$ cat src/rtl/slicePkg.sv
`default_nettype none

package slicePkg;

    // Multiplier operands are half-words of a memory word
    localparam int halfWidth = 18;
    localparam int wordWidth = 36; // Memory word and raw product width
    localparam int accWidth  = 54; // Post-adder and result width

    // Guard bits above the aligned C word. They hold its sign extension
    localparam int qShift = 2;

    // Low bit of the C word inside the sum, also the low bit of result
    localparam int resultLsb = accWidth - wordWidth - qShift;

    // Bits above the raw product when it is widened for the adder
    localparam int productExtend = accWidth - wordWidth;

    // Third-term selection for the post-adder
    localparam int cSelWidth = 2;

    localparam logic [cSelWidth-1:0] cSelZero     = 2'b00;
    localparam logic [cSelWidth-1:0] cSelWord     = 2'b01; // Aligned C word
    localparam logic [cSelWidth-1:0] cSelFeedback = 2'b10; // Previous result54
    // Code 2'b11 is unused and selects zero like cSelZero

endpackage

`default_nettype wire
$ cat src/rtl/dspSlice.sv
`default_nettype none

module dspSlice (
    input  wire logic                           CLK0,
    input  wire logic                           rst,
    input  wire logic                           ce0,
    input  wire logic [slicePkg::wordWidth-1:0] mem0,
    input  wire logic [slicePkg::wordWidth-1:0] mem1,
    input  wire logic                           aaMemSel,
    input  wire logic                           abMemSel,
    input  wire logic                           bbMemSel,
    input  wire logic                           cMemSel,
    input  wire logic                           signAA,
    input  wire logic                           signAB,
    input  wire logic                           signBA,
    input  wire logic                           signBB,
    input  wire logic                           aMuxSel,
    input  wire logic                           bMuxSel,
    input  wire logic                           subtractC,
    input  wire logic [slicePkg::cSelWidth-1:0] cMuxSel,
    output logic      [slicePkg::wordWidth-1:0] result,
    output logic      [slicePkg::accWidth-1:0]  result54,
    output logic                                eqz
);

    logic [slicePkg::halfWidth-1:0] mulAOpA;
    logic [slicePkg::halfWidth-1:0] mulAOpB;
    logic [slicePkg::halfWidth-1:0] mulBOpA;
    logic [slicePkg::halfWidth-1:0] mulBOpB;
    logic [slicePkg::wordWidth-1:0] cWord;    // Already delayed to meet the products

    logic [slicePkg::accWidth-1:0]  productA;
    logic [slicePkg::accWidth-1:0]  productB;

    operandSelect operandSel (
        .CLK0     (CLK0),
        .rst      (rst),
        .ce0      (ce0),
        .mem0     (mem0),
        .mem1     (mem1),
        .aaMemSel (aaMemSel),
        .abMemSel (abMemSel),
        .bbMemSel (bbMemSel),
        .cMemSel  (cMemSel),
        .mulAOpA  (mulAOpA),
        .mulAOpB  (mulAOpB),
        .mulBOpA  (mulBOpA),
        .mulBOpB  (mulBOpB),
        .cWord    (cWord)
    );

    multiplierStage mulA (
        .CLK0    (CLK0),
        .rst     (rst),
        .ce0     (ce0),
        .opA     (mulAOpA),
        .opB     (mulAOpB),
        .signA   (signAA),
        .signB   (signAB),
        .product (productA)
    );

    multiplierStage mulB (
        .CLK0    (CLK0),
        .rst     (rst),
        .ce0     (ce0),
        .opA     (mulBOpA),
        .opB     (mulBOpB),
        .signA   (signBA),
        .signB   (signBB),
        .product (productB)
    );

    postAdder adder (
        .CLK0      (CLK0),
        .rst       (rst),
        .ce0       (ce0),
        .productA  (productA),
        .productB  (productB),
        .cWord     (cWord),
        .aMuxSel   (aMuxSel),
        .bMuxSel   (bMuxSel),
        .subtractC (subtractC),
        .cMuxSel   (cMuxSel),
        .result    (result),
        .result54  (result54),
        .eqz       (eqz)
    );

endmodule

`default_nettype wire

$ cat src/rtl/postAdder.sv
`default_nettype none

module postAdder (
    input  wire logic                           CLK0,
    input  wire logic                           rst,
    input  wire logic                           ce0,
    input  wire logic [slicePkg::accWidth-1:0]  productA,
    input  wire logic [slicePkg::accWidth-1:0]  productB,
    input  wire logic [slicePkg::wordWidth-1:0] cWord,
    input  wire logic                           aMuxSel,
    input  wire logic                           bMuxSel,
    input  wire logic                           subtractC,
    input  wire logic [slicePkg::cSelWidth-1:0] cMuxSel,
    output logic      [slicePkg::wordWidth-1:0] result,
    output logic      [slicePkg::accWidth-1:0]  result54,
    output logic                                eqz
);

    // Controls travel with the operands through the multiplier registers
    logic                           aMuxSelStage1;
    logic                           bMuxSelStage1;
    logic                           subtractCStage1;
    logic [slicePkg::cSelWidth-1:0] cMuxSelStage1;

    logic                           aMuxSelStage2;
    logic                           bMuxSelStage2;
    logic                           subtractCStage2;
    logic [slicePkg::cSelWidth-1:0] cMuxSelStage2;

    logic [slicePkg::accWidth-1:0]  alignedC;
    logic [slicePkg::accWidth-1:0]  termA;
    logic [slicePkg::accWidth-1:0]  termB;
    logic [slicePkg::accWidth-1:0]  termC;
    logic [slicePkg::accWidth-1:0]  sum;

    always_ff @(posedge CLK0) begin
        if (rst) begin
            aMuxSelStage1   <= 1'b0;
            bMuxSelStage1   <= 1'b0;
            subtractCStage1 <= 1'b0;
            cMuxSelStage1   <= slicePkg::cSelZero;
            aMuxSelStage2   <= 1'b0;
            bMuxSelStage2   <= 1'b0;
            subtractCStage2 <= 1'b0;
            cMuxSelStage2   <= slicePkg::cSelZero;
        end else if (ce0) begin
            aMuxSelStage1   <= aMuxSel;
            bMuxSelStage1   <= bMuxSel;
            subtractCStage1 <= subtractC;
            cMuxSelStage1   <= cMuxSel;
            aMuxSelStage2   <= aMuxSelStage1;
            bMuxSelStage2   <= bMuxSelStage1;
            subtractCStage2 <= subtractCStage1;
            cMuxSelStage2   <= cMuxSelStage1;
        end
    end

    // C sits at bit resultLsb with its sign bit copied into the guard and low bits
    assign alignedC = {
        {slicePkg::qShift{cWord[slicePkg::wordWidth-1]}},
        cWord,
        {slicePkg::resultLsb{cWord[slicePkg::wordWidth-1]}}
    };

    assign termA = aMuxSelStage2 ? productA : '0;
    assign termB = bMuxSelStage2 ? productB : '0;

    always_comb begin
        case (cMuxSelStage2)
            slicePkg::cSelWord:     termC = alignedC;
            slicePkg::cSelFeedback: termC = result54; // Result of the item one ahead
            default:                termC = '0;
        endcase
    end

    // Wraps modulo 2**54
    assign sum = subtractCStage2 ? (termA + termB - termC) : (termA + termB + termC);

    always_ff @(posedge CLK0) begin
        if (rst) begin
            result54 <= '0;
            eqz      <= 1'b0;
        end else if (ce0) begin
            result54 <= sum;
            eqz      <= (sum == '0);
        end
    end

    // Same window as the aligned C word
    assign result = result54[slicePkg::resultLsb +: slicePkg::wordWidth];

endmodule

`default_nettype wire

$ cat src/rtl/multiplierStage.sv
`default_nettype none

module multiplierStage (
    input  wire logic                          CLK0,
    input  wire logic                          rst,
    input  wire logic                          ce0,
    input  wire logic [slicePkg::halfWidth-1:0] opA,
    input  wire logic [slicePkg::halfWidth-1:0] opB,
    input  wire logic                          signA,
    input  wire logic                          signB,
    output logic      [slicePkg::accWidth-1:0]  product
);

    logic [slicePkg::halfWidth-1:0] opAReg;
    logic [slicePkg::halfWidth-1:0] opBReg;
    logic                           signAReg;
    logic                           signBReg;

    // One extra bit per operand carries either its sign or a zero
    logic signed [slicePkg::halfWidth:0]   opAExt;
    logic signed [slicePkg::halfWidth:0]   opBExt;
    logic signed [slicePkg::wordWidth-1:0] productWord;
    logic                                  productSigned;
    logic        [slicePkg::accWidth-1:0]  productWide;

    always_ff @(posedge CLK0) begin
        if (rst) begin
            opAReg   <= '0;
            opBReg   <= '0;
            signAReg <= 1'b0;
            signBReg <= 1'b0;
        end else if (ce0) begin
            opAReg   <= opA;
            opBReg   <= opB;
            signAReg <= signA;
            signBReg <= signB;
        end
    end

    assign opAExt = {signAReg & opAReg[slicePkg::halfWidth-1], opAReg};
    assign opBExt = {signBReg & opBReg[slicePkg::halfWidth-1], opBReg};

    assign productWord   = opAExt * opBExt; // The low 36 bits are exact for every mode
    assign productSigned = signAReg | signBReg;

    // An unsigned product can use bit 35 as magnitude, so it is zero-extended
    assign productWide = productSigned ?
        {{slicePkg::productExtend{productWord[slicePkg::wordWidth-1]}}, productWord} :
        {{slicePkg::productExtend{1'b0}}, productWord};

    always_ff @(posedge CLK0) begin
        if (rst) begin
            product <= '0;
        end else if (ce0) begin
            product <= productWide;
        end
    end

endmodule

`default_nettype wire

$ cat src/rtl/operandSelect.sv
`default_nettype none

module operandSelect (
    input  wire logic                           CLK0,
    input  wire logic                           rst,
    input  wire logic                           ce0,
    input  wire logic [slicePkg::wordWidth-1:0] mem0,
    input  wire logic [slicePkg::wordWidth-1:0] mem1,
    input  wire logic                           aaMemSel,
    input  wire logic                           abMemSel,
    input  wire logic                           bbMemSel,
    input  wire logic                           cMemSel,
    output logic      [slicePkg::halfWidth-1:0] mulAOpA,
    output logic      [slicePkg::halfWidth-1:0] mulAOpB,
    output logic      [slicePkg::halfWidth-1:0] mulBOpA,
    output logic      [slicePkg::halfWidth-1:0] mulBOpB,
    output logic      [slicePkg::wordWidth-1:0] cWord
);

    logic [slicePkg::halfWidth-1:0] mem0Low;
    logic [slicePkg::halfWidth-1:0] mem0High;
    logic [slicePkg::halfWidth-1:0] mem1Low;
    logic [slicePkg::halfWidth-1:0] mem1High;

    logic [slicePkg::halfWidth-1:0] mem1LowPrev; // Low half of the previous enabled Mem1
    logic [slicePkg::wordWidth-1:0] cWordSelected;
    logic [slicePkg::wordWidth-1:0] cWordStage1;

    assign mem0Low  = mem0[slicePkg::halfWidth-1:0];
    assign mem0High = mem0[slicePkg::wordWidth-1:slicePkg::halfWidth];
    assign mem1Low  = mem1[slicePkg::halfWidth-1:0];
    assign mem1High = mem1[slicePkg::wordWidth-1:slicePkg::halfWidth];

    assign mulAOpA = aaMemSel ? mem0High : mem0Low;
    assign mulAOpB = abMemSel ? mem1High : mem1Low;

    // Multiplier B always takes the high half of Mem0
    assign mulBOpA = mem0High;

    // Select 0 reaches back one enabled cycle for the low half of Mem1
    assign mulBOpB = bbMemSel ? mem1High : mem1LowPrev;

    assign cWordSelected = cMemSel ? mem1 : mem0;

    always_ff @(posedge CLK0) begin
        if (rst) begin
            mem1LowPrev <= '0;
        end else if (ce0) begin
            mem1LowPrev <= mem1Low;
        end
    end

    // Two stages so the C word meets the registered products
    always_ff @(posedge CLK0) begin
        if (rst) begin
            cWordStage1 <= '0;
            cWord       <= '0;
        end else if (ce0) begin
            cWordStage1 <= cWordSelected;
            cWord       <= cWordStage1;
        end
    end

endmodule

`default_nettype wire

$ cat config.mk
export PLATFORM = sky130hd
export DESIGN_NAME = dspSlice
export DESIGN_NICKNAME = d
export VERILOG_FILES = /design/src/rtl/slicePkg.sv /design/src/rtl/dspSlice.sv /design/src/rtl/postAdder.sv /design/src/rtl/multiplierStage.sv /design/src/rtl/operandSelect.sv
export SDC_FILE = /design/constraint.sdc
export NUM_CORES = 2
export LEC_CHECK = 0
export BUFFER_PORTS_ARGS = -buffer_cell sky130_fd_sc_hd__buf_2
export CELL_PAD_IN_SITES_DETAIL_PLACEMENT = 1
export CELL_PAD_IN_SITES_GLOBAL_PLACEMENT = 1
export CORE_MARGIN = 3
export CORE_UTILIZATION = 42
export CTS_BUF_LIST = sky130_fd_sc_hd__clkbuf_8
export CTS_CLUSTER_SIZE = 30
export DETAILED_ROUTE_END_ITERATION = 16
export PLACE_DENSITY = 0.73
export SLEW_MARGIN = 20
export SYNTH_ARGS = -nofsm -noshare
export SYNTH_HDL_FRONTEND = slang
export SYNTH_SLANG_ARGS = --single-unit
$ cat constraint.sdc
create_clock -name CLK0 -period 6.5 [get_ports CLK0]
set_input_delay 0.325 -clock CLK0 [delete_from_list [all_inputs] [get_ports CLK0]]
set_output_delay 0.325 -clock CLK0 [all_outputs]
set_load 0.03 [all_outputs]
# Word-level counts from Yosys, hierarchy flattened
# Index checks and enable logic that the tools add are counted.
# op_classes
addsub,3
mul,2
eq_ne,2
mux,10
bitwise,6
reduce_logical,1
# ops
op,count
$mux W54,5
$add A54 B54 Y54,2
$pmux W54 S2,1
$mul A19 B19 Y36,2
$logic_not A54 Y1,1
$mux W18,3
$sub A54 B54 Y54,1
$mux W36,1
$and A1 B1 Y1,4
$eq A2 B1 Y1 const B,1
$eq A2 B2 Y1 const B,1
$or A1 B1 Y1,2
# word_totals
regBits,339

# Longest topological paths before layout
# depth
ltp_word,5
ltp_mapped,32

# By module
# A second synthesis with hierarchy kept.
# hier_totals
cells_unflattened,5524
area_unflattened_um2,47570.6
# by_module_without_submodules
module,n_inst,cells_each,area_per_inst_um2,seq_area_each_um2
multiplierStage at mulA,1,1757,15981.6,1501.4
multiplierStage at mulB,1,1742,15860.2,1501.4
postAdder,1,1613,11403.4,1301.2
operandSelect,1,412,4325.4,1801.7

# Worst setup path before layout
# No wires, ideal clock.
# synth_path
kind,register to register
startpoint,reg mulA.opAReg[10] in the netlist's numbering
endpoint,reg mulA.product[34] in the netlist's numbering
setup_ns,0.117
arrival_time_ns,6.985
required_ns,6.383
path_slack_ns,-0.602
path_stages_with_launch,26
n_path_buf,2
period_less_slack_ns,7.102
path_cell_list,dfxtp_1 -> clkbuf_1 -> clkbuf_1 -> nand2_1 -> fa_1 -> fa_1 -> inv_1 -> fa_1 -> fa_1 -> inv_1 -> fa_1 -> inv_1 -> fa_1 -> ha_1 -> ha_1 -> a21o_1 -> a2111oi_1 -> and2_1 -> a221oi_1 -> o31a_1 -> a221o_1 -> a21o_1 -> a21o_1 -> a21oi_1 -> xnor2_1 -> a22o_1
# synth_via
elab_chain_len,2
# synth_rtl
item,line_no,source
"start, declared",multiplierStage.sv:14,logic [slicePkg::halfWidth-1:0] opAReg;
"start signal, assigned",multiplierStage.sv:33,opAReg <= opA;
$mul A19 B19 Y36,multiplierStage.sv:43,assign productWord = opAExt * opBExt;
$mux W54,multiplierStage.sv:47,assign productWide = productSigned ?
"end signal, assigned",multiplierStage.sv:55,product <= productWide;
"end, declared",multiplierStage.sv:11,output logic [slicePkg::accWidth-1:0] product
# No other way between the ends.
# A chain may end at the register's enable or synchronous reset.

# Worst setup path in the final report
# layout_path
startpoint,reg mulB.opBReg[2] in the netlist's numbering
endpoint,reg mulB.product[35] in the netlist's numbering
# layout_via
elab_chain_len,2
# layout_rtl
item,line_no,source
"start, declared",multiplierStage.sv:15,logic [slicePkg::halfWidth-1:0] opBReg;
"start signal, assigned",multiplierStage.sv:34,opBReg <= opB;
$mul A19 B19 Y36,multiplierStage.sv:43,
$mux W54,multiplierStage.sv:47,
"end signal, assigned",multiplierStage.sv:55,
"end, declared",multiplierStage.sv:11,
# No other way between the ends.

==> metrics.txt <==
Total Nets Final=6966; area delta synth->final=21.9%; vias per cell=5.46; htree depth=2; antenna violations before repair=11; MaxCap Viol Count=0; gr ovfl total=0; vias in the first global route=43700; layout cells sized above 1=21.6%; Worst setup SP type=register; Distinct cells, synth=90; top cells by count, synth=828 x inv_1, 712 x fa_1, 528 x nand2_1, 464 x nor2_1, 348 x and2_1; final slew viol count=0; Syn Nets=6355; Synth Register Bits=305; Syn Area/Cell=~8.6 sq um; Vias=39800; CP Class=reg2reg; Worst Tran Pin Value=approximately 1200 ps; Routed met1 length=68100 um; I/O pins=~180; Reg clk slew, reported paths=70 ps; Root Buffer=clkbuf_8; WP data arrival=~7600 ps; asr flop ratio synth=0%; Slowest-stage cell, CP=fa_1; Ys Warns=0; Post-Syn Instances=around 5200; fillcell total=12300; detailed placer's ending HPWL=134000 um; cell taking the most area after synthesis=fa_1; Initial Util=42.7%; Synth Area in Adders=39.9%; critical path fanouts, max=8; Post-Layout Cell Count=about 7300; CP peak stage delay=570 ps; unrepaired setup endpoints after global routing=yes; Post-Synth XOR/XNOR Area=3.80%; CTS max path bufs=3; Clk Latency, worst-skew pair=~760 ps; Worst Path Required=7150 ps; WL met3=10200 um; Period minus WS final=6960 ps; Inserted Clock Buffers=60; WL final=~170000 um; drt initial violations=roughly 2100; Setup WS pre-CTS=-598 ps; pwr/cell area=roughly 210 nW/um^2; ys flop type=dfxtp_1; top layer in use=met5; Post-synth EDFFs=0; register area share after synthesis=13.5%; failing checks=negative setup slack; CTS tree=done; most common cell in the netlist=inv_1; first-pass GRT wire length=255000 um; Critical Path End Type=register; die footprint=112000 sq um; drt pass-1 iters=6; wire per inst=between 20 and 25 um; Core ar.=106000 sq um; die height=approximately 330 um; pin count of the biggest net entering global routing=184; mux share of post-synthesis cell area=5.70%; number of routed nets with antenna violations=0; Final Util=52.1%; Tcrit/Tclk final=107%; top cell type's share of synthesized area=31.4%; routed wl met2=82600 um; Compound-Gate Fraction of Synth Area=10.6%; cell area after synthesis=roughly 45000 sq um; type of the worst min-delay path=in2reg; final hold vios=0; synth top area cells=fa_1 31%, dfxtp_1 13%, ha_1 8.5%; Final Setup Violations=21; DRC=0; Port-buffer cells=around 180; Setup WS post-layout=-457 ps; chip width=335 um; FP Rows=119; Max Clock Freq=144 MHz; status=complete, but fails checks; Total GRT Usage=29.3%; leakage power=0.0275 uW; clk_skew=52.6 ps; Cells after DPL=7083; routability cong.=0.912; relative slew slack=19.7%; largest family of logic cells by synthesized area=adder cells; Peak VDD IR=0.246 mV; total power=11500 uW; TritonCTS Sinks=305; Synth Area in Simple Gates=about 16%
critical path, delay by kind of cell (launching register included):
kind	cells	cell delay [ps]
AO/OA/AOI/OAI	11	2090
XOR/XNOR	1	110
adder cells (fa/ha/maj)	9	3250
buffers and inverters	7	710
flip-flops	1	380
AND/OR/NAND/NOR	2	300
final timing paths:
check / to / cells after the start / startpoint / slack, ps
setup / recovery: mulB.product[35]$_SDFFE_PP0P_ / 30 / mulB.opBReg[2]$_SDFFE_PP0P_ / -460
hold / removal: mulB.opBReg[11]$_SDFFE_PP0P_ / 3 / mem1[29] / 30
setup reg to reg: mulB.product[35]$_SDFFE_PP0P_ / 30 / mulB.opBReg[2]$_SDFFE_PP0P_ / -460
hold reg to reg: mulB.product[52]$_SDFFE_PP0P_ / 2 / mulB.product[52]$_SDFFE_PP0P_ / 460
stage by stage:
stage | hold slack (ps) | setup TNS (ps) | area [sq um]
final | 31.9 | -5630 | 55300
after global routing | 30.6 | -11450 | 55300
after CTS | 1.29 | -4100 | 54200
after detailed placement | 462 | -9760 | 51700
after global placement | 440 | -6950 | 51700
after floorplan | 414 | -28.3 | 45900
power by group:
group	switching, uW	internal (uW)	total (uW)	leakage [uW]
registers	335	2130	2460	0.00253
logic	3840	3060	6900	0.0243
clock network	1040	1140	2180	0.000700
total	5210	6330	11500	0.0275
flip-flops by register name, indices dropped and copies added, names as in the netlist, 2 cells and up:
register and cells:
operandSel.cWordStage1 36, operandSel.cWord 36, adder.cMuxSelStage2 2, adder.cMuxSelStage1 2
mulA.opAReg 18, mulB.product 37, mulA.opBReg 18, mulB.opBReg 18
mulB.opAReg 18, operandSel.mem1LowPrev 18, adder.result54 54, mulA.product 37
cells by family after synthesis:
logic type / Yosys count
AO/OA/AOI/OAI: 710
AND/OR/NAND/NOR: 1589
flip-flops: 305
adder cells (fa/ha/maj): 1021
XOR/XNOR: 197
multiplexers: 258
buffers and inverters: 1166
metal layers:
layer | vias to the layer above | track usage [%]
li1 | 17800 | -
met1 | 20600 | 37.2
met4 | 4 | 10.5
met5 | - | 0
met3 | 365 | 4.41
met2 | 1119 | 50.9
placed cells by master (no fill, tap or decap), types with 20 or more instances in the layout:
cell type,synthesis,layout
inv_1,828,820
a21o_1,70,70
a21oi_1,187,148
ha_1,309,272
buf_2,11,178
nor2_1,464,459
buf_12,0,27
xnor2_1,150,139
dfxtp_4,0,20
nor3_1,39,36
dlygate4sd3_1,0,51
and2_1,348,328
a211oi_1,118,110
dfxtp_2,0,30
and3_1,33,29
buf_6,3,20
nand2b_1,26,25
a22oi_1,40,40
xor2_1,47,44
buf_4,36,605
a21oi_2,2,36
o21ai_0,79,61
nand2_1,528,513
o21a_1,26,25
fa_1,712,694
a31oi_1,25,22
mux2i_1,256,253
nand3_1,40,36
o21bai_1,22,21
clkbuf_8,0,76
ha_4,0,32
dfxtp_1,305,255
area by class of cell:
type                       count  area (sq um)  share of cell area, %
antenna                        1          2.50                0.00452
timing repair buffer         887          6840                   12.4
clock inverter                33           239                  0.432
tap                         1391          1740                   3.15
inverter                     828          3110                   5.62
multi-input combinational   3775         36100                   65.3
sequential                   305          6220                   11.2
clock buffer                  76          1050                   1.89
what timing repair did:
| action | 4_1_cts | 5_1_grt |
|---|---|---|
| hold buffers | 51 | 0 |
| setup buffers | 32 | 28 |
| pin swaps | 81 | 104 |
| endpoints found under the hold margin | 53 | 0 |
| cloned | 2 | 3 |
| gates resized for setup | 151 | 205 |
| endpoints found under the setup margin | 32 | 39 |
(Power assumes the default switching activity.)
